[src/design/lsq_cfg.svh]
`ifndef LSQ_CFG_SVH
`define LSQ_CFG_SVH

// Load/store queue entries
`define LSQ_DEPTH 8

// Uncommitted stores held after leaving the queue
`define SB_DEPTH 4

// Physical memory window, limit is exclusive
`define MEM_BASE 64'h0000_0000_8000_0000
`define MEM_LIMIT 64'h0000_0000_8000_0400

// Instruction tag width
`define TAG_W 6

`endif

[src/design/lsq_pkg.sv]
`default_nettype none

`include "lsq_cfg.svh"

package lsq_pkg;

    typedef enum logic {
        LOAD  = 1'b0,
        STORE = 1'b1
    } mem_op_e;

    // Access width in bytes is 1 << size
    typedef enum logic [1:0] {
        SIZE_B = 2'd0,
        SIZE_H = 2'd1,
        SIZE_W = 2'd2,
        SIZE_D = 2'd3
    } mem_size_e;

    typedef enum logic [2:0] {
        XCPT_NONE       = 3'd0,
        LD_MISALIGNED   = 3'd1,
        ST_MISALIGNED   = 3'd2,
        LD_ACCESS_FAULT = 3'd3,
        ST_ACCESS_FAULT = 3'd4
    } xcpt_cause_e;

    // One memory operation as it travels through the queue
    typedef struct packed {
        mem_op_e             op;
        mem_size_e           size;
        logic [63:0]         addr;
        logic [63:0]         data;  // Store data, unused for loads
        logic [`TAG_W-1:0]   tag;
        xcpt_cause_e         cause;
    } lsq_entry_t;

endpackage

`default_nettype wire

[src/design/addr_check.sv]
`default_nettype none
`timescale 1ns/1ns

`include "lsq_cfg.svh"

module addr_check (
    input  wire logic                req_valid_i,
    input  wire lsq_pkg::mem_op_e    req_op_i,
    input  wire lsq_pkg::mem_size_e  req_size_i,
    input  wire logic [63:0]         req_addr_i,
    input  wire logic [63:0]         req_data_i,
    input  wire logic [`TAG_W-1:0]   req_tag_i,
    output lsq_pkg::lsq_entry_t      entry_o,
    output logic                     valid_o
);

    logic misaligned;
    logic out_of_window;
    logic is_store;

    assign is_store = (req_op_i == lsq_pkg::STORE);

    // Low address bits must be zero for the access width
    always_comb begin
        unique case (req_size_i)
            lsq_pkg::SIZE_B: misaligned = 1'b0;
            lsq_pkg::SIZE_H: misaligned = req_addr_i[0];
            lsq_pkg::SIZE_W: misaligned = |req_addr_i[1:0];
            lsq_pkg::SIZE_D: misaligned = |req_addr_i[2:0];
            default:         misaligned = 1'b1;
        endcase
    end

    // An aligned access that starts inside the window also ends inside it
    assign out_of_window = (req_addr_i < `MEM_BASE) || (req_addr_i >= `MEM_LIMIT);

    always_comb begin
        entry_o.op   = req_op_i;
        entry_o.size = req_size_i;
        entry_o.addr = req_addr_i;
        entry_o.data = req_data_i;
        entry_o.tag  = req_tag_i;

        if (misaligned) begin
            entry_o.cause = is_store ? lsq_pkg::ST_MISALIGNED : lsq_pkg::LD_MISALIGNED;
        end else if (out_of_window) begin
            entry_o.cause = is_store ? lsq_pkg::ST_ACCESS_FAULT : lsq_pkg::LD_ACCESS_FAULT;
        end else begin
            entry_o.cause = lsq_pkg::XCPT_NONE;
        end
    end

    // Misalignment takes priority over the window check
    assign valid_o = req_valid_i;

endmodule

`default_nettype wire

[config.mk]
export PLATFORM = sky130hd
export DESIGN_NAME = addr_check
export DESIGN_NICKNAME = d
export VERILOG_FILES = /design/src/design/lsq_pkg.sv /design/src/design/addr_check.sv
export VERILOG_INCLUDE_DIRS = /design/src /design/src/design
export SDC_FILE = /design/constraint.sdc
export NUM_CORES = 1
export LEC_CHECK = 0
export BUFFER_PORTS_ARGS = -buffer_cell sky130_fd_sc_hd__buf_2
export CAP_MARGIN = 40
export CORE_AREA = 2 2 109 111
export DETAILED_ROUTE_END_ITERATION = 12
export DIE_AREA = 0 0 111 113
export PLACE_DENSITY = 0.46
export SETUP_SLACK_MARGIN = 0.5
export SLEW_MARGIN = 20
export SYNTH_ARGS = -nofsm -noshare
export SYNTH_HDL_FRONTEND = slang
export SYNTH_SLANG_ARGS = --single-unit
[constraint.sdc]
create_clock -name vclk -period 1.6
set_input_delay 0.24 -clock vclk [all_inputs]
set_output_delay 0.24 -clock vclk [all_outputs]
set_load 0.01 [all_outputs]
Word-level counts from Yosys, hierarchy flattened
Cells that the tools add are included.
{ "word_totals": {"register_bits": 0, "input_bits": 138, "output_inout_bits": 141, "wordCells": 14} }
{ "op_classes": {"n_lt_le_gt_ge": 2, "n_eq_ne": 3, "mux": 5, "reduce_logical": 4} }
{ "op_table": {"columns": ["operator", "n"], "rows": [
  ["64-bit by 32-bit greater-or-equal comparator with 1-bit output, second input constant", 1],
  ["64-bit by 32-bit less-than comparator with 1-bit output, second input constant", 1],
  ["3-bit two-way mux", 3],
  ["2-bit == test, second input constant", 2],
  ["1-bit one-hot mux with 4 select lines", 1],
  ["3-bit OR reduction", 1],
  ["2-bit by 1-bit == test with 1-bit output, second input constant", 1],
  ["2-bit zero test", 1],
  ["2-bit two-way mux", 1],
  ["2-bit OR reduction", 1],
  ["1-bit logical OR", 1]
]} }

Depth between registers and ports, before layout
{ "depth": {"ltp_word": 4, "depth_mapped": 4, "depth_no_buf": 4} }

Worst setup path after synthesis
Ideal clock, no wire load.
{ "synth_timing": {"path_kind": "input-to-output", "startpoint": "in req_addr_i[32]", "endpoint": "out entry_o[1] (netlist name)", "arrival_ps": 1106, "t_required_ps": 1360, "path_slack_ps": 254, "cell_stages": 4, "path_buffers": 0, "path_cell_list": "nor4b_2 nand4_1 nor4_2 o21ai_1"} }
{ "synth_rtl": {"columns": ["item", "line_no", "text"], "rows": [
  ["start: declaration", "addr_check.sv:10", "input wire logic [63:0] req_addr_i,"],
  ["end: declaration", "addr_check.sv:13", "output lsq_pkg::lsq_entry_t entry_o,"]
]} }

==> results.sh <==
export IMPL_drt_initial_drc_count=7
export IMPL_failed_checks="setup timing"
export IMPL_nFillCells=1286
export IMPL_syn_avg_cell_area_um2=7.424
export IMPL_syn_to_final_growth_pct=-7.106
export IMPL_hp_class="in2out"
export IMPL_viasPerCell=3.110
export IMPL_p_seq_share_pct=0
export IMPL_nets=296
export IMPL_insertedDiodeCount=0
export IMPL_critPathBufInv=4
export IMPL_finalSetupViolCount=3
export IMPL_holdWs_ns=0.4800
export IMPL_power_frac_comb_pct=100.0
export IMPL_synth_xor_area_share_pct=0
export IMPL_setup_ws_ns=-0.1263
export IMPL_whs_path_depth=0
export IMPL_ys_top_cells_by_count="buf_4, nor4_1, nor4_2"
export IMPL_multi_input_area_um2=287.8
export IMPL_die_width_um=111
export IMPL_final_hold_viol_count=0
export IMPL_syn_num_nets=304
export IMPL_critPathSlowestCell="nor4_2"
export IMPL_muxShareOfSynthArea_pct=0
export IMPL_grt_pass1_vias=842
export IMPL_grt_overflow=0
export IMPL_ant_nets=0
export IMPL_crit_required_ns=1.36
export IMPL_path_class="in2out"
export IMPL_period_needed_ns=1.726
export IMPL_synth_top_family_by_area="buffers and inverters"
export IMPL_pwr_density_cell_nw_per_um2=245.8
export IMPL_clkbuf_count=0
export IMPL_cp_depth=8
export IMPL_coreArea_um2=11270
export IMPL_cap_violations=0
export IMPL_layout_drive_gt1_share_pct=91.03
export IMPL_slew_headroom_pct=80.06
export IMPL_yosysSeqAreaShare_pct=0
export IMPL_cp_start_kind="input port"
export IMPL_ys_top_cells_by_area="buf_4, nor4_1, nor4_2, nand4_1, nor4b_2"
export IMPL_synth_most_common_cell="buf_4"
export IMPL_outcome="complete, but fails checks"
export IMPL_total_power_w=0.0002814
export IMPL_firstDrtPassIters=2
export IMPL_wl_mm=4.023
export IMPL_dp_slack_ns=-0.2855
export IMPL_gp_congestion=0.7400
export IMPL_drcViolationCount=0
export IMPL_yosysTopAreaCellShare_pct=84.06
export IMPL_critical_path_max_stage_delay_ns=0.28
export IMPL_regArea_um2=0
export IMPL_die_area_um2=12540
export IMPL_syn_area_um2=1232
export IMPL_intPower_w=0.0001357
export IMPL_synth_top_area_cell="buf_4"
export IMPL_ctsHoldBuffers=0
export IMPL_io_buffers=123
export IMPL_seq_cells=0
export IMPL_synth_cell_types=12
export IMPL_cpMostUsedCell="buf_4"
export IMPL_hold_end="entry_o[35]"
export IMPL_fin_crit_sh_pct=107.9
export IMPL_holdCritStartpoint="req_data_i[26]"
export IMPL_final_max_slew_viol_count=0
export IMPL_hpwl_mm=3.842
export IMPL_synth_compound_area_share_pct=1.827
export IMPL_cts_setup_buffers=0
export IMPL_grt_max_degree=6
export IMPL_endpoint_kind="primary output"
export IMPL_io_pin_count=279
export IMPL_wl_per_cell_um=13.45
export IMPL_utilization_pct=10.16
export IMPL_p_clk_share_pct=0
export IMPL_grtUsageTotal_pct=5.555
export IMPL_switching_power_w=0.0001457
export IMPL_grt_setup_unrepaired="yes"
export IMPL_antenna_found_initial=0
export IMPL_grt_pass1_wl_mm=5.299
export IMPL_die_h_um=113
export IMPL_yosys_area_share_simple_pct=14.11
export IMPL_yosys_warnings=0
export IMPL_p_leak_nw=0.5612
export IMPL_critPathMaxFanout=3
export IMPL_power_switching_share_pct=51.78
export IMPL_synthAdderAreaFrac_pct=0
export IMPL_postSynthCellCount=166
export IMPL_initial_core_util_pct=10.93
export IMPL_tns_ns=-0.3578
export IMPL_peakVddDrop_uv=52.10
export IMPL_crit_family="simple AND/OR/NAND/NOR gates"
export IMPL_fmax_ghz=0.5793
export IMPL_cp_arrival_ns=1.49
export IMPL_tightest_slew_ns=0.2964
export IMPL_rows=39
export IMPL_num_vias=930
export IMPL_crit_chain="buf_6, nor4_4, buf_4, nand4_1, nor4_2, buf_4, o21ai_1, buf_2"
## through the flow
step	area, µm²	std cells
CTS	1145	299
detailed placement	1065	299
global route	1145	299
finish	1145	299
global placement	1065	299
floorplan	1269	166
## routing by layer
metal | vias up | share of wire (%) | global-route usage, % | routed length (µm)
met5 | - | 0 | 0 | 0
met4 | 0 | 5.2 | 3.000 | 208
met3 | 26 | 17 | 2.571 | 667
met2 | 124 | 59 | 12.84 | 2374
met1 | 395 | 19 | 3.042 | 773
li1 | 385 | - | - | -
## repair_timing
item	4_1_cts	5_1_grt
gates resized for setup	13	0
gates cloned	0	0
pin swaps	7	0
setup endpoints to repair	3	3
## placed cells by master, fill, tap and decap left out
| cell type | count |
|---|---|
| buf_6 | 4 |
| nand2_1 | 2 |
| nand2b_1 | 2 |
| a211oi_1 | 1 |
| a21oi_1 | 1 |
| nand4_1 | 3 |
| nor4_1 | 2 |
| buf_2 | 119 |
| nor4b_2 | 1 |
| a21oi_2 | 1 |
| or2_2 | 1 |
| nor4_4 | 5 |
| o21ai_1 | 1 |
| nor2_1 | 2 |
| buf_4 | 5 |
| nor4_2 | 6 |
## cell families (layout without fill, tap and decap cells)
family / Yosys count / count (layout)
AOI/OAI and AO/OA: 4 / 4
buffers and inverters: 138 / 128
and+or+nand+nor: 24 / 24
## how the worst max path moves through the flow
stage / start / end / slack [ns]
after detailed placement: req_addr_i[57] / entry_o[1] / -0.29
after floorplan: req_addr_i[50] / entry_o[1] / 0.28
final: req_addr_i[27] / entry_o[1] / -0.13
after global routing: req_addr_i[27] / entry_o[1] / -0.27
after CTS: req_addr_i[27] / entry_o[1] / -0.18
after global placement: req_addr_i[57] / entry_o[1] / -0.30
## final cells by class
class                           instances  share of cell area [%]
Timing Repair Buffer                  128                   59.23
Multi-Input combinational cell         28                   25.14
Tap cell                              143                   15.63
## power groups by stage
stage / registers, W / clock network (W) / logic, W
3_5_place_dp: 0 / 0 / 0.000266
4_1_cts: 0 / 0 / 0.000286
3_3_place_gp: 0 / 0 / 0.000264
2_1_floorplan: 0 / 0 / 0.000379
5_1_grt: 0 / 0 / 0.000303
6_report: 0 / 0 / 0.000281
Note: power is estimated with default switching activity, not from simulation.
