### config.mk
export PLATFORM = sky130hd
export DESIGN_NAME = mem_queue
export DESIGN_NICKNAME = d
export VERILOG_FILES = /design/src/design/lsq_pkg.sv /design/src/design/mem_queue.sv
export VERILOG_INCLUDE_DIRS = /design/src /design/src/design
export SDC_FILE = /design/constraint.sdc
export NUM_CORES = 1
export LEC_CHECK = 0
export ABC_AREA = 1
export BUFFER_PORTS_ARGS = -buffer_cell sky130_fd_sc_hd__buf_2
export CORE_ASPECT_RATIO = 0.9
export CORE_UTILIZATION = 57
export CTS_CLUSTER_DIAMETER = 100
export DETAILED_ROUTE_END_ITERATION = 10
export MAX_ROUTING_LAYER = met4
export PLACE_DENSITY = 0.86
export SYNTH_ARGS = -nofsm -noshare
export SYNTH_HDL_FRONTEND = slang
export SYNTH_SLANG_ARGS = --single-unit
export TNS_END_PERCENT = 100
### constraint.sdc
create_clock -name clk_i -period 24.2 [get_ports clk_i]
set_clock_uncertainty 0.2 [all_clocks]
set_input_delay 3.63 -clock clk_i [delete_from_list [all_inputs] [get_ports clk_i]]
set_output_delay 3.63 -clock clk_i [all_outputs]
set_load 0.1 [all_outputs]
### src/design/lsq_cfg.svh
`ifndef LSQ_CFG_SVH
`define LSQ_CFG_SVH

// Load/store queue entries
`define LSQ_DEPTH 8

// Uncommitted stores held after leaving the queue
`define SB_DEPTH 4

// Physical memory window, limit is exclusive
`define MEM_BASE 64'h0000_0000_8000_0000
`define MEM_LIMIT 64'h0000_0000_8000_0400

// Instruction tag width
`define TAG_W 6

`endif

### src/design/lsq_pkg.sv
`default_nettype none

`include "lsq_cfg.svh"

package lsq_pkg;

    typedef enum logic {
        LOAD  = 1'b0,
        STORE = 1'b1
    } mem_op_e;

    // Access width in bytes is 1 << size
    typedef enum logic [1:0] {
        SIZE_B = 2'd0,
        SIZE_H = 2'd1,
        SIZE_W = 2'd2,
        SIZE_D = 2'd3
    } mem_size_e;

    typedef enum logic [2:0] {
        XCPT_NONE       = 3'd0,
        LD_MISALIGNED   = 3'd1,
        ST_MISALIGNED   = 3'd2,
        LD_ACCESS_FAULT = 3'd3,
        ST_ACCESS_FAULT = 3'd4
    } xcpt_cause_e;

    // One memory operation as it travels through the queue
    typedef struct packed {
        mem_op_e             op;
        mem_size_e           size;
        logic [63:0]         addr;
        logic [63:0]         data;  // Store data, unused for loads
        logic [`TAG_W-1:0]   tag;
        xcpt_cause_e         cause;
    } lsq_entry_t;

endpackage

`default_nettype wire

### src/design/mem_queue.sv
`default_nettype none
`timescale 1ns/1ns

module mem_queue #(
    parameter int unsigned DEPTH   = 8,
    parameter type         entry_t = lsq_pkg::lsq_entry_t
) (
    input  wire logic    clk_i,
    input  wire logic    rstn_i,
    input  wire logic    flush_i,

    // From the address checker
    input  wire logic    wr_valid_i,
    input  wire entry_t  wr_entry_i,

    // Store buffer status
    input  wire logic    sb_full_i,
    input  wire logic    collision_i,

    output logic         sb_push_o,
    output entry_t       sb_entry_o,

    // Load and exception issue towards memory
    output logic         issue_valid_o,
    output entry_t       issue_entry_o,

    output entry_t       head_entry_o,  // Collision check input of the store buffer
    output logic         full_o,
    output logic         empty_o
);

    localparam int unsigned PTR_W = (DEPTH > 1) ? $clog2(DEPTH) : 1;
    localparam int unsigned CNT_W = PTR_W + 1;

    entry_t ring_q [DEPTH];

    logic [PTR_W-1:0] head;
    logic [PTR_W-1:0] tail;
    logic [CNT_W-1:0] count;  // One bit wider than the pointers

    logic   push;
    logic   pop;
    logic   head_vld;
    entry_t head_entry;

    assign full_o   = (count == CNT_W'(DEPTH));
    assign empty_o  = (count == '0);
    assign head_vld = !empty_o;

    // Writes are dropped while full
    assign push = wr_valid_i && !full_o;

    assign head_entry = ring_q[head];

    // Head steering
    always_comb begin
        sb_push_o     = 1'b0;
        issue_valid_o = 1'b0;
        if (head_vld && !flush_i) begin
            if (head_entry.cause != lsq_pkg::XCPT_NONE) begin
                issue_valid_o = 1'b1;            // Exceptions never wait
            end else if (head_entry.op == lsq_pkg::STORE) begin
                sb_push_o = !sb_full_i;
            end else begin
                issue_valid_o = !collision_i;    // Load waits on older buffered store
            end
        end
    end

    assign pop = sb_push_o || issue_valid_o;

    assign sb_entry_o    = head_entry;
    assign issue_entry_o = head_entry;
    assign head_entry_o  = head_entry;

    // Entry storage
    always_ff @(posedge clk_i) begin
        if (push) begin
            ring_q[tail] <= wr_entry_i;
        end
    end

    always_ff @(posedge clk_i or negedge rstn_i) begin
        if (!rstn_i) begin
            head  <= '0;
            tail  <= '0;
            count <= '0;
        end else if (flush_i) begin
            head  <= '0;
            tail  <= '0;
            count <= '0;
        end else begin
            if (push) begin
                tail <= (tail == PTR_W'(DEPTH - 1)) ? '0 : tail + 1'b1;
            end
            if (pop) begin
                head <= (head == PTR_W'(DEPTH - 1)) ? '0 : head + 1'b1;
            end
            count <= count + CNT_W'(push) - CNT_W'(pop);
        end
    end

endmodule

`default_nettype wire

Word-level counts from Yosys, hierarchy flattened
Memory sizes are Yosys's and may differ from the RTL's.
Index checks and enable logic that the tools add are counted.
{"block": "word_totals", "regBits": 10, "ram_bits": 1120, "out_inout_bits": 424, "elab_cells": 38, "memories": 1}
{"memory": "ring_q", "depth": 8, "width": 140, "rd": 1, "rd_clocked_by_memory_dff": 0, "write_ports": 1, "line_no": "mem_queue.sv:35", "text": "entry_t ring_q [DEPTH];"}
{"block": "classes", "n_addsub": 4, "n_eq_ne": 3, "muxes": 15, "n_reduce_logical": 12}
{"cell": "3-bit 2-to-1 mux", "n": 6}
{"cell": "1-bit 2-to-1 mux", "n": 8}
{"cell": "3-bit by 1-bit adder with 3-bit output, second input constant", "n": 2}
{"cell": "3-bit == test, second input constant", "n": 2}
{"cell": "1-bit zero test", "n": 5}
{"cell": "4-bit by 1-bit adder with 4-bit output", "n": 1}
{"cell": "4-bit == test, second input constant", "n": 1}
{"cell": "4-bit zero test", "n": 1}
{"cell": "4-bit 2-to-1 mux", "n": 1}
{"cell": "2-bit nonzero test", "n": 2}
{"cell": "4-bit by 1-bit subtractor with 4-bit output", "n": 1}
{"cell": "3-bit nonzero test", "n": 1}
{"cell": "1-bit logical AND", "n": 2}
{"cell": "1-bit logical OR", "n": 1}

Logic depth before layout (Yosys ltp)
{"block": "logic_depth", "word_depth": 7, "depth_mapped": 19, "ltp_nobuf": 17}

Least setup slack after synthesis
Ideal clock, no wire load.
{"block": "synth_path", "path_kind": "input port to flip-flop", "start": "in wr_valid_i", "end": "mem ring_q[0][0] (netlist name), enable pin", "setup_time_ps": 641, "arrival_time_ps": 9734, "required_ps": 23359, "setup_slack_ps": 13625, "stages": 4, "cell_sequence": "nand2_1 inv_1 nand2_1 nor2_1"}
{"block": "synth_between", "elab_chain_len": 3}
{"item": "start: declaration", "line_no": "mem_queue.sv:13", "text": "input wire logic wr_valid_i,"}
{"item": "1-bit logical AND", "line_no": "mem_queue.sv:51", "text": "assign push = wr_valid_i && !full_o;"}
{"item": "1-bit 2-to-1 mux", "line_no": "mem_queue.sv:78", "text": "if (push) begin"}
{"item": "1-bit 2-to-1 mux (implied by the code)", "line_no": "mem_queue.sv:79", "text": "ring_q[tail] <= wr_entry_i;"}
{"item": "end: declaration", "line_no": "mem_queue.sv:35"}
Every way passes these cells.

Worst setup path after layout
{"block": "layout_path", "start": "in flush_i", "end": "out sb_push_o"}
{"block": "layout_between", "elab_chain_len": 3}
{"item": "start: declaration", "line_no": "mem_queue.sv:10", "text": "input wire logic flush_i,"}
{"item": "1-bit zero test", "line_no": "mem_queue.sv:59", "text": "if (head_vld && !flush_i) begin"}
{"item": "1-bit logical AND", "line_no": "mem_queue.sv:59"}
{"item": "1-bit 2-to-1 mux", "line_no": "mem_queue.sv:59"}
{"item": "end: declaration", "line_no": "mem_queue.sv:20", "text": "output logic sb_push_o,"}
Every way passes these cells.

==> metrics.md <==
| Metric | Value |
|---|---|
| Run status | `finished clean` |
| Dominant combinational cell family by area after synthesis | `compound AO/OA/AOI/OAI gates` |
| Overall global routing resource usage | `0.244` |
| Leading area contributor after synthesis | `sky130_fd_sc_hd__edfxtp_1` |
| Average wire length per cell after detail routing | `20.1 um` |
| Clock Path Buffers | `3` |
| Mean area per synthesized cell | `12.8 sq um` |
| Area growth from synthesis to layout | `10.3%` |
| Via Count | `28540` |
| Fraction of final layout cells sized beyond drive strength 1 | `0.195` |
| Die Span Y | `271 um` |
| Number of nets in the finished design | `3939` |
| Mux cell area share after synthesis | `0` |
| Number of synthesized register bits | `1130` |
| Final weighted congestion of routability-driven global placement | `0.773` |
| Cells taking the most area after synthesis | `sky130_fd_sc_hd__edfxtp_1 73%, sky130_fd_sc_hd__nor2_1 8.0%, sky130_fd_sc_hd__o21ai_0 6.0%, sky130_fd_sc_hd__buf_4 5.0%, sky130_fd_sc_hd__a31oi_1 1.9%` |
| Slowest cell on the critical path | `sky130_fd_sc_hd__buf_2` |
| Share of Yosys cell area claimed by the top area cell type | `0.735` |
| Area of the mapped netlist | `45800 sq um` |
| Via count of the first global-routing pass | `27195` |
| Ratio of final minimum period to clock period | `0.365` |
| H-tree levels | `3` |
| Class of the most critical hold timing path | `flip-flop to flip-flop` |
| Cell row count | `98` |
| Part of the Yosys area used for sequential elements | `0.740` |
| Die footprint | `81400 sq um` |
| Maximum number of pins on one net before global-route repair | `244` |
| Total detailed-routing wirelength | `99.0 mm` |
| Post-CTS setup-driven buffer insertion count | `0` |
| Hold bufs inserted after CTS | `0` |
| Unrepaired setup endpoints after global routing | `no` |
| Clock transition at the register clock pins on the worst setup and hold paths after CTS | `60 ps` |
| Initial cell density of the core | `0.576` |
| Critical path, cell by cell | `buf_2, nor2_1, nand2_1, nor2_1, nand3_1, inv_1, buf_2` |
| Detailed placer's ending HPWL | `50.5 mm` |
| Maximum operating frequency | `113 MHz` |
| Data arrival time at the worst-slack endpoint | `4990 ps` |
| Final min period | `8820 ps` |
| Measured slew at the worst slew-check pin | `1170 ps` |
| Root cell of the clock tree | `sky130_fd_sc_hd__clkbuf_16` |
| Biggest cell delay along the critical path | `430 ps` |
| Depth of the most critical reg-to-reg path | `17` |
| Clock Sinks | `1130` |
| Number of antenna violations at the first check in global routing | `17` |
| Number of hold-slack violations in the final timing report | `0` |
| Sum Neg Setup Slack | `0 ps` |
| Port bufs | `569` |
| Most common cell after layout, fill and taps aside | `sky130_fd_sc_hd__edfxtp_1` |
| Vias/cell | `5.78` |
| Post-synthesis xor/xnor area fraction | `0.000383` |
| Iteration-0 DRC count of the detailed router | `3053` |
| Critical Path RT | `20370 ps` |
| First-pass GRT wire length | `149 mm` |
| Complex-gate fraction of the synthesized area | `0.0981` |
| Antenna Violating Nets Remaining | `0` |
| Drc violations | `0` |
| Crit Path Category | `input pin to output pin` |
| Pre-Repair DR Iteration Count | `5` |
| Layout filler cell count | `5357` |
| Max_slew headroom | `0.222` |
| Yosys cell types | `28` |
| Total congestion overflow | `0` |
| Post-Synthesis Cells | `3565` |
| Post-Route Hold Slack | `441 ps` |
| Crit-path max FO | `5` |
| Core ar. | `79500 sq um` |
| Number of buffers added by the clock tree synthesis step | `106` |
| Commonest cells after routing, fill and taps aside | `1120 x sky130_fd_sc_hd__edfxtp_1, 967 x sky130_fd_sc_hd__nor2_1, 569 x sky130_fd_sc_hd__buf_2` |
| Number of primary I/O pins | `570` |
| Number of instances resized during post-cts repair | `0` |
| Count of pins over their slew limit | `0` |
| Endpoint type of the worst setup path | `output pin` |
| Number of nets produced by synthesis | `3721` |
| Clock tree from TritonCTS | `built` |
| Insertion delay to the later sink of the worst-skew pair | `650 ps` |
| Final count of negative-setup-slack endpoints | `0` |
| Startpoint kind of the worst setup timing path | `input pin` |
| Arithmetic-cell share of the synthesized area counting full adders, half adders and majority gates | `0.00290` |
| Yosys warnings | `0` |
| X dimension of the die | `301 um` |
| Simple-gate share of the synthesized area | `0.0875` |
| Hold Path Stages | `2` |
| Total of max-cap violations | `0` |
final cells by class:
class | instances | area (sq um) | share of cell area
Timing Repair Buffer | 605 | 3170 | 0.0627
Sequential cell | 1130 | 33900 | 0.671
Clock buffer | 137 | 2790 | 0.0552
Antenna cell | 21 | 52.6 | 0.00104
Tap cell | 1050 | 1310 | 0.0260
Inverter | 44 | 188 | 0.00372
Clock inverter | 53 | 397 | 0.00785
Multi-Input combinational cell | 1896 | 8700 | 0.172
path summary, 6_finish.rpt:
path	from	to	slack [ps]
hold / removal	tail[2]$_DFFE_PN0P_	tail[2]$_DFFE_PN0P_	440
max in group asynchronous	rstn_i	head[1]$_DFFE_PN0P_	20940
setup / recovery	flush_i	sb_push_o	15380
hold reg to reg	tail[2]$_DFFE_PN0P_	tail[2]$_DFFE_PN0P_	440
min in group asynchronous	rstn_i	count[2]$_DFF_PN0_	2650
setup reg to reg	head[0]$_DFFE_PN0P_	count[2]$_DFF_PN0_	19490
flip-flops by register name (all words and copies together) (netlist names):
signal / flops
ring_q: 1120
count: 4
head: 3
tail: 3
worst max-delay path: cells and delay by family:
family / cells / cell delay (ps)
and+or+nand+nor: 4 / 640
buffers and inverters: 3 / 720
cell usage after synthesis (all sizes together):
cell type / instances
nor3: 1
a21o: 1
o21ai: 553
nor2: 975
nand4: 5
a21oi: 2
o22ai: 136
clkinv: 2
nand2: 58
dfrtp: 10
edfxtp: 1120
clkbuf: 115
xor2: 1
fa: 1
a31oi: 136
nand3: 17
buf: 380
xnor2: 1
inv: 42
ha: 9
logic make-up (layout without fill, tap and decap cells):
kind of cell,Yosys count,count (layout)
AND/OR/NAND/NOR,1056,1056
XOR/XNOR,2,2
flip-flops,1130,1130
buffers and inverters,539,839
AO/OA/AOI/OAI,828,828
adder cells (fa/ha/maj),10,10
other,0,21
metrics by stage:
stage               cells  utilization  area (sq um)  worst slack, ps
floorplan            3565            -         45800            13630
global placement     4725        0.595         47300            15400
detailed placement   4725        0.595         47300            15380
CTS                  4915        0.635         50500            15380
global route         4932        0.635         50500            15320
finish               4936        0.636         50500            15380
metal layers:
| layer | GRT usage | up-vias | part of all wire |
|---|---|---|---|
| met5 | - | - | 0 |
| met4 | 0.0950 | 0 | 0.029 |
| met3 | 0.0455 | 221 | 0.087 |
| met2 | 0.396 | 1479 | 0.50 |
| met1 | 0.305 | 13827 | 0.38 |
| li1 | - | 13013 | - |
Power is left out: the tool's default activity adds up to more than one toggle a clock period on the data nets, which glitch-free logic cannot reach.
