==> config.mk <==
export PLATFORM = sky130hd
export DESIGN_NAME = store_buffer
export DESIGN_NICKNAME = d
export VERILOG_FILES = /design/src/design/lsq_pkg.sv /design/src/design/store_buffer.sv
export VERILOG_INCLUDE_DIRS = /design/src /design/src/design
export SDC_FILE = /design/constraint.sdc
export NUM_CORES = 1
export LEC_CHECK = 0
export BUFFER_PORTS_ARGS = -buffer_cell sky130_fd_sc_hd__buf_4
export CAP_MARGIN = 10
export CORE_ASPECT_RATIO = 1.4
export CORE_MARGIN = 5
export CORE_UTILIZATION = 45
export CTS_CLUSTER_DIAMETER = 30
export DETAILED_ROUTE_END_ITERATION = 7
export PLACE_DENSITY = 0.67
export SKIP_LAST_GASP = 1
export SLEW_MARGIN = 20
export SYNTH_ARGS = -nofsm -noshare
export SYNTH_HDL_FRONTEND = slang
export SYNTH_SLANG_ARGS = --single-unit
==> constraint.sdc <==
create_clock -name clk_i -period 6.1 [get_ports clk_i]
set_input_delay 0.915 -clock clk_i [delete_from_list [all_inputs] [get_ports clk_i]]
set_output_delay 0.915 -clock clk_i [all_outputs]
set_load 0.005 [all_outputs]
==> src/design/lsq_cfg.svh <==
`ifndef LSQ_CFG_SVH
`define LSQ_CFG_SVH

// Load/store queue entries
`define LSQ_DEPTH 8

// Uncommitted stores held after leaving the queue
`define SB_DEPTH 4

// Physical memory window, limit is exclusive
`define MEM_BASE 64'h0000_0000_8000_0000
`define MEM_LIMIT 64'h0000_0000_8000_0400

// Instruction tag width
`define TAG_W 6

`endif

==> src/design/lsq_pkg.sv <==
`default_nettype none

`include "lsq_cfg.svh"

package lsq_pkg;

    typedef enum logic {
        LOAD  = 1'b0,
        STORE = 1'b1
    } mem_op_e;

    // Access width in bytes is 1 << size
    typedef enum logic [1:0] {
        SIZE_B = 2'd0,
        SIZE_H = 2'd1,
        SIZE_W = 2'd2,
        SIZE_D = 2'd3
    } mem_size_e;

    typedef enum logic [2:0] {
        XCPT_NONE       = 3'd0,
        LD_MISALIGNED   = 3'd1,
        ST_MISALIGNED   = 3'd2,
        LD_ACCESS_FAULT = 3'd3,
        ST_ACCESS_FAULT = 3'd4
    } xcpt_cause_e;

    // One memory operation as it travels through the queue
    typedef struct packed {
        mem_op_e             op;
        mem_size_e           size;
        logic [63:0]         addr;
        logic [63:0]         data;  // Store data, unused for loads
        logic [`TAG_W-1:0]   tag;
        xcpt_cause_e         cause;
    } lsq_entry_t;

endpackage

`default_nettype wire

==> src/design/store_buffer.sv <==
`default_nettype none
`timescale 1ns/1ns

`include "lsq_cfg.svh"

module store_buffer #(
    parameter int unsigned DEPTH   = 4,
    parameter type         entry_t = lsq_pkg::lsq_entry_t
) (
    input  wire logic               clk_i,
    input  wire logic               rstn_i,
    input  wire logic               flush_i,

    input  wire logic               push_i,
    input  wire entry_t             push_entry_i,

    // Commit acknowledge from the core
    input  wire logic               commit_valid_i,
    input  wire logic [`TAG_W-1:0]  commit_tag_i,

    input  wire entry_t             load_entry_i,  // Current queue head

    output logic                    wr_valid_o,
    output entry_t                  wr_entry_o,
    output logic                    full_o,
    output logic                    empty_o,
    output logic                    collision_o
);

    localparam int unsigned PTR_W = (DEPTH > 1) ? $clog2(DEPTH) : 1;

    entry_t sb_q [DEPTH];

    logic [DEPTH-1:0] vld;
    logic [PTR_W-1:0] head;
    logic [PTR_W-1:0] tail;

    logic push;

    assign full_o  = &vld;
    assign empty_o = ~|vld;

    assign push = push_i && !full_o;

    // Oldest store drains once its tag is committed
    assign wr_entry_o = sb_q[head];
    assign wr_valid_o = commit_valid_i && !empty_o && !flush_i &&
                        (sb_q[head].tag == commit_tag_i);

    // Double word overlap of the head load against every buffered store
    always_comb begin
        collision_o = 1'b0;
        if (load_entry_i.op == lsq_pkg::LOAD) begin
            for (int i = 0; i < DEPTH; i++) begin
                if (vld[i] && (sb_q[i].addr[63:3] == load_entry_i.addr[63:3])) begin
                    collision_o = 1'b1;
                end
            end
        end
    end

    always_ff @(posedge clk_i) begin
        if (push) begin
            sb_q[tail] <= push_entry_i;
        end
    end

    always_ff @(posedge clk_i or negedge rstn_i) begin
        if (!rstn_i) begin
            vld  <= '0;
            head <= '0;
            tail <= '0;
        end else if (flush_i) begin
            vld  <= '0;   // Uncommitted stores are dropped
            head <= '0;
            tail <= '0;
        end else begin
            if (push) begin
                vld[tail] <= 1'b1;
                tail <= (tail == PTR_W'(DEPTH - 1)) ? '0 : tail + 1'b1;
            end
            if (wr_valid_o) begin
                vld[head] <= 1'b0;
                head <= (head == PTR_W'(DEPTH - 1)) ? '0 : head + 1'b1;
            end
        end
    end

endmodule

`default_nettype wire

After elaboration in Yosys (flattened, before gate mapping):

Memories as Yosys holds them, arrays and structs flattened.
Cells that the tools add are included.

* bits of input ports: 291
* memory bits (writable): 560
* flip-flop bits (word level): 8
* memories: 1

Memory list
* sb_q: depth 4, bits a word 140, read ports 5, clocked after memory_dff 0, write ports 1, line store_buffer.sv:32 `entry_t sb_q [DEPTH];`

* equality and inequality tests: 7
* magnitude comparators: 4
* bitwise gates (word level): 3
* reduce and logical (&&, ||, !) cells: 17
* multiplexer cells: 21
* add/subtract/negate cells: 2

Operators with widths (number)
* 61-bit equality test: 4
* 4-bit 2-to-1 mux: 4
* 2-bit 2-to-1 mux: 6
* 1-bit logical AND: 10
* 1-bit 2-to-1 mux: 9
* 6-bit equality test: 1
* 2-bit by 3-bit < comparator with 1-bit output, second input constant: 2
* 2-bit by 1-bit adder with 2-bit output, second input constant: 2
* 4-bit AND: 1
* 1-bit demux with 2-bit select: 2
* 2-bit equality test, second input constant: 2
* 2-bit by 1-bit >= comparator with 1-bit output, second input constant: 2
* 4-bit inverter: 1
* 4-bit OR: 1
* 4-bit AND reduction: 1
* 2-bit nonzero test: 2
* 4-bit OR reduction: 1
* 1-bit zero test: 3

Longest topological paths before layout:

Gate-level depths: netlist (run 1).

* depth after elaboration: 10
* depth in mapped cells: 8

Least setup slack after synthesis (run 1):

OpenSTA, ideal clock, no wires.

* path kind: input port to flip-flop
* start: in push_i
* end: mem sb_q[0][0] (netlist name), enable pin
* data arrival time: 4.182 ns
* required time: 5.582 ns
* stages: 1
* setup slack: 1.400 ns
* buffers on the path: 0
* cell sequence: and3_1

* longest elaborated chain between the ends: 3

Ends and longest elaborated chain
* start, declared: line store_buffer.sv:14 `input wire logic push_i,`
* 1-bit logical AND: line store_buffer.sv:43 `assign push = push_i && !full_o;`
* 1-bit 2-to-1 mux: line store_buffer.sv:63 `if (push) begin`
* 1-bit 2-to-1 mux (not written as such): line store_buffer.sv:64 `sb_q[tail] <= push_entry_i;`
* end, declared: line store_buffer.sv:32

Every way passes these cells.

==> results of run 1 <==
[registers in the layout, indices dropped and copies added, names as in the netlist]
signal	flops
sb_q	560
vld	4
tail	2
head	2
[metrics by stage]
step | util | area [um^2] | instances | hold WS (ps) | worst slack, ps
floorplan | - | 23500 | 1160 | 569 | 1400
global placement | 0.518 | 26900 | 2132 | 620 | 1690
detailed placement | 0.518 | 26900 | 2132 | 632 | 1710
CTS | 0.579 | 30100 | 2304 | 74.4 | 1650
global route | 0.580 | 30100 | 2307 | 102 | 1510
finish | 0.580 | 30100 | 2310 | 114 | 1680
[worst max-delay path by stage]
stage / startpoint / to / slack, ps / depth (start not counted)
after floorplan: push_i / sb_q[0][0]$_DFFE_PP_ / 1400 / 1
after global placement: load_entry_i[101] / collision_o / 1690 / 8
after detailed placement: load_entry_i[101] / collision_o / 1710 / 8
after CTS: sb_q[2][101]$_DFFE_PP_ / collision_o / 1650 / 7
after global routing: head[0]$_DFFE_PN0P_ / wr_valid_o / 1510 / 5
final: sb_q[2][101]$_DFFE_PP_ / collision_o / 1680 / 7
[per-layer routing]
layer,vias up,wire (um),track usage
li1,5593,-,-
met1,6528,22400,0.253
met2,563,33200,0.389
met3,132,5780,0.0726
met4,12,3080,0.109
met5,-,69,0
[layout make-up]
cell class	count	area (um^2)
antenna	6	15.0
clock inverter	69	767
clock buffer	103	2410
multi-input combinational	509	6120
inverter	37	139
sequential	568	17000
timing repair buffer	362	2790
fill	3891	21800
tap	656	821
[cell families after synthesis]
logic type / after synthesis / synth area share
flops: 568 / 0.725
xor+xnor: 215 / 0.0803
mux: 141 / 0.135
simple gates: 100 / 0.0260
buf+inv: 83 / 0.0142
compound gates: 45 / 0.0142
fa+ha+maj: 8 / 0.00427
[power groups by stage]
stage,registers (uW),clock network [uW],logic [uW]
after global routing,4520,5500,730
after global placement,4580,0,690
after floorplan,4590,0,267
after CTS,4520,5310,698
final,4520,5230,686
after detailed placement,4590,0,693
[cells in the mapped netlist (3+ instances only)]
cell type                   number  area share
sky130_fd_sc_hd__or4_1           3     0.00096
sky130_fd_sc_hd__a221oi_1        7      0.0026
sky130_fd_sc_hd__dfrtp_1         8      0.0085
sky130_fd_sc_hd__o2bb2ai_1       3      0.0011
sky130_fd_sc_hd__nor2_1         13      0.0021
sky130_fd_sc_hd__inv_1          37      0.0059
sky130_fd_sc_hd__buf_2           6      0.0013
sky130_fd_sc_hd__a222oi_1        3      0.0013
sky130_fd_sc_hd__mux4_1          4      0.0045
sky130_fd_sc_hd__a211oi_1        4      0.0013
sky130_fd_sc_hd__mux4_2        136        0.13
sky130_fd_sc_hd__ha_1            8      0.0043
sky130_fd_sc_hd__and3_1          4      0.0011
sky130_fd_sc_hd__clkbuf_1       30      0.0048
sky130_fd_sc_hd__buf_1           8      0.0013
sky130_fd_sc_hd__xor2_1        145       0.054
sky130_fd_sc_hd__nor4_1         41       0.011
sky130_fd_sc_hd__o22ai_1        13      0.0035
sky130_fd_sc_hd__a21oi_1         4     0.00085
sky130_fd_sc_hd__xnor2_1        70       0.026
sky130_fd_sc_hd__edfxtp_1      560        0.72
sky130_fd_sc_hd__nand4_1        31      0.0083
[worst reg2reg max path: cells and delay by family (launching register included)]
kind	cells	cell delay [ps]
flops	1	1020
simple gates	2	560
xor+xnor	1	190
mux	2	1000
==> parameters.txt, run 1 <==
Parameter                              Value

GRT
  First-pass GRT wire length ... 92800 um
  Global-route congestion overflow total ... 0
  Pin count of the biggest net entering global routing ... 142
  Total GRT Usage ... 0.225
  Number of antenna violations at the first check in global routing ... 11
  Number of global-route vias before repair ... 13999

Clock tree
  Clk Tree Root Cell ... sky130_fd_sc_hd__clkbuf_16
  Number of setup buffers added after CTS ... 0
  Number of hold-repair buffers added at the cts stage ... 0
  CTS tree ... done
  Clock transition at the register clock pins on the worst setup and hold paths after CTS ... 50 ps
  Clock Latency Late Sink ... ~630 ps
  Deepest level of the CTS H-tree ... 3
  Number of sinks driven by the clock tree ... between 500 and 600
  Inserted Clock Buffers ... 92
  Cells resized by post-CTS repair ... 0
  Worst-case clock buffer depth ... 3

Setup path
  Sequence of cells on the critical path ... xnor2_1 -> nand4_1 -> nor4_1 -> nand4_1 -> or4_1 -> a41oi_1 -> buf_4
  Reg2reg end ... head[1]$_DFFE_PN0P_
  Critical Path RT ... just over 5000 ps
  Cell repeated most along the worst path ... sky130_fd_sc_hd__nand4_1
  Reg2Reg Depth ... 5
  Largest stage delay on the critical path ... 560 ps
  Startpoint Class ... register
  Critical Path AT ... ~3500 ps
  Slowest-stage cell, CP ... sky130_fd_sc_hd__or4_1
  Buffers and inverters on the worst path ... 1
  Family of cells with the greatest summed delay on the critical path ... simple AND/OR/NAND/NOR gates
  Slack of the worst reg-to-reg path ... between 3000 and 4000 ps
  R2R Path Start ... head[0]$_DFFE_PN0P_
  Path type of the worst setup path ... register to output pin
  Crit Path Max Fanout ... 2
  Endpoint type of the worst setup path ... output pin

Power and ir drop
  Pwr Total ... 10400 uW
  Cell Pwr Density ... ~350 mW/mm^2
  Part of the total power dissipated in combinational logic ... 0.066
  Switching power ... 2330 uW
  Clock share of power ... 0.501
  Cell internal pwr ... 8100 uW
  Leakage Power ... about 0.010 uW
  Sequential power share ... 0.433
  VDD IR-drop max ... 265 uV
  Share of total power consumed by net switching ... 0.223

Place
  Port-buffer cells ... 356
  Total half-perimeter wirelength after legalization and detailed placement ... 44300 um
  Final Wtd Congestion ... a little over 0.9

Job
  Maxcap violations ... 0

Die
  Die width ... just over 200 um
  Number of top-level design ports ... roughly 440
  Area of the die ... 0.0569 mm^2
  Die span in y ... 280 um
  # rows ... between 90 and 100
  Placeable core region ... 0.0519 mm^2
  Initial cell density of the core ... 0.452

Synth
  Share of synthesized flip-flops with an asynchronous set or reset ... 0.0141
  Post-Synthesis Cells ... 1160
  Syn_nets ... 1459
  Top flip-flop cell by instance count after synthesis ... sky130_fd_sc_hd__edfxtp_1
  Seq cells post-synth ... 568
  Post-synth EDFFs ... 560
  Post-synthesis cell area ... roughly 0.023 mm^2
  Yosys cell types ... 39
  Average cell area after synthesis ... 20.2 um^2
  Count of synthesis-stage warnings from yosys ... 0
  Register area share after synthesis ... 0.725

Hold path
  Classification of the worst-slack hold path ... input pin to asynchronous set/reset pin

Route
  Wire length per cell ... 27.9 um
  Number of vias per cell after detailed routing ... between 5 and 6
  Detailed-routing iteration count for the pre-antenna-repair pass ... 6
  Total via count after detailed routing ... 12828
  Final antenna-violating net count ... 0
  Total length of routed wires ... ~64000 um
  DRC violations left ... 0
  Number of violations reported at the end of detailed-routing iteration 0 ... 762

STA
  Clk_skew ... 25.6 ps
  F_max ... 226 MHz
  Slew of the pin with the lowest slew margin ... around 1100 ps
  Final slew viol count ... 0
  Remaining max-slew budget at the tightest pin ... 0.269
  Setup violators final ... 0
  Final hold violations ... 0
  Final worst path period share ... 0.725
  Final setup TNS ... 0 ps
  Setup repair after global routing missed its margin ... no
  Minimum period implied by the final worst setup slack ... 4420 ps

Finish
  Commonest cells after routing, fill and taps aside ... sky130_fd_sc_hd__edfxtp_1 (560), sky130_fd_sc_hd__buf_4 (356), sky130_fd_sc_hd__xor2_1 (145)
  Leading cell type in the layout, fill and taps excluded ... sky130_fd_sc_hd__edfxtp_1
  Area delta synth->final ... 28.3%
  Fraction of final layout cells sized beyond drive strength 1 ... 0.402
  Number of nets in the final layout ... 1869

Run status
  Outcome ... complete, no violations
Note: power is estimated with default switching activity, not from simulation.
==> inputs of run 2 (changes only) <==
==> constraint.sdc (replaced) <==
create_clock -name clk_i -period 4.2 [get_ports clk_i]
set_input_delay 0.63 -clock clk_i [delete_from_list [all_inputs] [get_ports clk_i]]
set_output_delay 0.63 -clock clk_i [all_outputs]
set_load 0.005 [all_outputs]
==> parameters.txt, run 2 (same netlist as run 1, synthesis figures left out) <==
Parameter                              Value

Die
  Number of top-level design ports ... 435
  Area of the die ... between 0.05 and 0.06 mm^2
  Initial cell density of the core ... 0.452
  Placeable core region ... a little over 0.05 mm^2
  Die span in y ... about 280 um
  # rows ... 99
  Die width ... 203 um

Clock tree
  Number of setup buffers added after CTS ... 0
  Clk Tree Root Cell ... sky130_fd_sc_hd__clkbuf_16
  Worst-case clock buffer depth ... 3
  Clock transition at the register clock pins on the worst setup and hold paths after CTS ... about 50 ps
  Clock Latency Late Sink ... 610 ps
  Number of hold-repair buffers added at the cts stage ... 1
  Cells resized by post-CTS repair ... 0
  CTS tree ... done
  Deepest level of the CTS H-tree ... 3
  Number of sinks driven by the clock tree ... between 500 and 600
  Inserted Clock Buffers ... 82

STA
  Setup repair after global routing missed its margin ... no
  Final hold violations ... 0
  Final slew viol count ... 0
  Setup violators final ... 0
  Clk_skew ... approximately 14 ps
  Final setup TNS ... 0 ps
  Slew of the pin with the lowest slew margin ... 1030 ps
  Minimum period implied by the final worst setup slack ... about 4000 ps
  Remaining max-slew budget at the tightest pin ... 0.314
  F_max ... roughly 250 MHz
  Final worst path period share ... 0.953

Setup path
  Path type of the worst setup path ... register to output pin
  Reg2reg end ... head[1]$_DFFE_PN0P_
  Crit Path Max Fanout ... 2
  Reg2Reg Depth ... 6
  Startpoint Class ... register
  Critical Path AT ... 3370 ps
  Endpoint type of the worst setup path ... output pin
  Critical Path RT ... 3570 ps
  R2R Path Start ... head[0]$_DFFE_PN0P_
  Slack of the worst reg-to-reg path ... 1770 ps

Power and ir drop
  Sequential power share ... 0.447
  Cell Pwr Density ... 489 mW/mm^2
  Part of the total power dissipated in combinational logic ... 0.069
  Clock share of power ... 0.484
  Pwr Total ... 14700 uW
  VDD IR-drop max ... ~480 uV
  Leakage Power ... 0.0104 uW
  Cell internal pwr ... 11400 uW
  Switching power ... around 3300 uW
  Share of total power consumed by net switching ... 0.222

Hold path
  Classification of the worst-slack hold path ... input pin to register
  Origin of the worst min-delay path ... push_entry_i[23]
  Worst hold path depth ... 1
  End of the worst hold path ... sb_q[3][23]$_DFFE_PP_

Route
  Final antenna-violating net count ... 0
  Total length of routed wires ... 64500 um
  Total via count after detailed routing ... 12976
  Detailed-routing iteration count for the pre-antenna-repair pass ... 6
  DRC violations left ... 0
  Number of violations reported at the end of detailed-routing iteration 0 ... 985
  Wire length per cell ... ~28 um
  Number of vias per cell after detailed routing ... 5.61

Finish
  Most flops, register ... sb_q
  End-of-flow core utilization ... 0.578
  Multi-input gate area ... 0.00612 mm^2
  Registers with the highest flip-flop counts ... sb_q: 560 flops, vld: 4 flops
  Area delta synth->final ... 27.9%
  Max reg flops ... 560
  Fraction of final layout cells sized beyond drive strength 1 ... 0.406
  Commonest cells after routing, fill and taps aside ... sky130_fd_sc_hd__edfxtp_1 (560), sky130_fd_sc_hd__buf_4 (370), sky130_fd_sc_hd__xor2_1 (145)
  Sequential cell area ... roughly 0.017 mm^2
  Leading cell type in the layout, fill and taps excluded ... sky130_fd_sc_hd__edfxtp_1
  Fin cells ... 2311
  Number of nets in the final layout ... between 1500 and 2000
  Filler cell count in the final layout ... 3903

Place
  Port-buffer cells ... roughly 360
  Final Wtd Congestion ... 0.973
  Placed cell count ... roughly 2100
  Total half-perimeter wirelength after legalization and detailed placement ... 45600 um

GRT
  First-pass GRT wire length ... 92500 um
  Global-route congestion overflow total ... 0
  Pin count of the biggest net entering global routing ... 79
  Number of global-route vias before repair ... around 14000
  Number of antenna violations at the first check in global routing ... 17
  Total GRT Usage ... 0.224

Run status
  Outcome ... complete, no violations

Job
  Maxcap violations ... 0
==> run 2: changes by cell type in the layout (fill, tap and decap cells not counted), moves of 4 or more <==
cell                        change
sky130_fd_sc_hd__buf_4         +14
sky130_fd_sc_hd__clkbuf_16     -10
sky130_fd_sc_hd__clkbuf_1       -6
sky130_fd_sc_hd__inv_6          -6
sky130_fd_sc_hd__diode_2        +4
==> run 2: worst max-delay path by stage <==
stage                                start                   end  slack (ps)  cells after the start
floorplan                           push_i  sb_q[0][0]$_DFFE_PP_        1390                      1
global placement         load_entry_i[116]           collision_o         480                      7
detailed placement       load_entry_i[116]           collision_o         500                      7
CTS                 sb_q[2][116]$_DFFE_PP_           collision_o         180                      6
global route        sb_q[2][116]$_DFFE_PP_           collision_o         220                      6
finish              sb_q[2][116]$_DFFE_PP_           collision_o         200                      6
==> run 2: area by class of cell <==
| class | instances | area share |
|---|---|---|
| Antenna cell | 10 | 0.000834 |
| Clock buffer | 85 | 0.0702 |
| Clock inverter | 67 | 0.0268 |
| Inverter | 37 | 0.00463 |
| Multi-Input combinational cell | 509 | 0.204 |
| Sequential cell | 568 | 0.568 |
| Tap cell | 656 | 0.0274 |
| Timing Repair Buffer | 379 | 0.0983 |
==> run 2: worst max-delay path: stages (launching register included) <==
cell                        delay, ps
sky130_fd_sc_hd__edfxtp_1         410
sky130_fd_sc_hd__xor2_1           240
sky130_fd_sc_hd__a2111oi_0        880
sky130_fd_sc_hd__nand4_1          190
sky130_fd_sc_hd__or4_1            550
sky130_fd_sc_hd__a41oi_1          320
sky130_fd_sc_hd__buf_4            180
==> run 2: routing by layer <==
metal	GRT usage	up-vias	routed length, um
li1	-	5606	-
met1	0.249	6567	21900
met2	0.372	628	32000
met3	0.0851	163	6570
met4	0.126	12	3990
met5	0	-	67
==> run 2: power groups by stage <==
stage	Combinational [uW]	Clock (uW)	Sequential (uW)
finish	1010	7110	6550
global route	1080	7480	6560
CTS	1030	7220	6550
detailed placement	1020	0	6670
global placement	1010	0	6650
floorplan	389	0	6650
==> run 2: per-stage QoR <==
step	hold slack [ps]	cell area, um^2	setup slack, ps
2_1_floorplan	334	23500	1390
3_5_place_dp	457	27000	498
4_1_cts	181	30000	176
3_3_place_gp	455	27000	482
6_report	224	30000	199
5_1_grt	199	30000	216
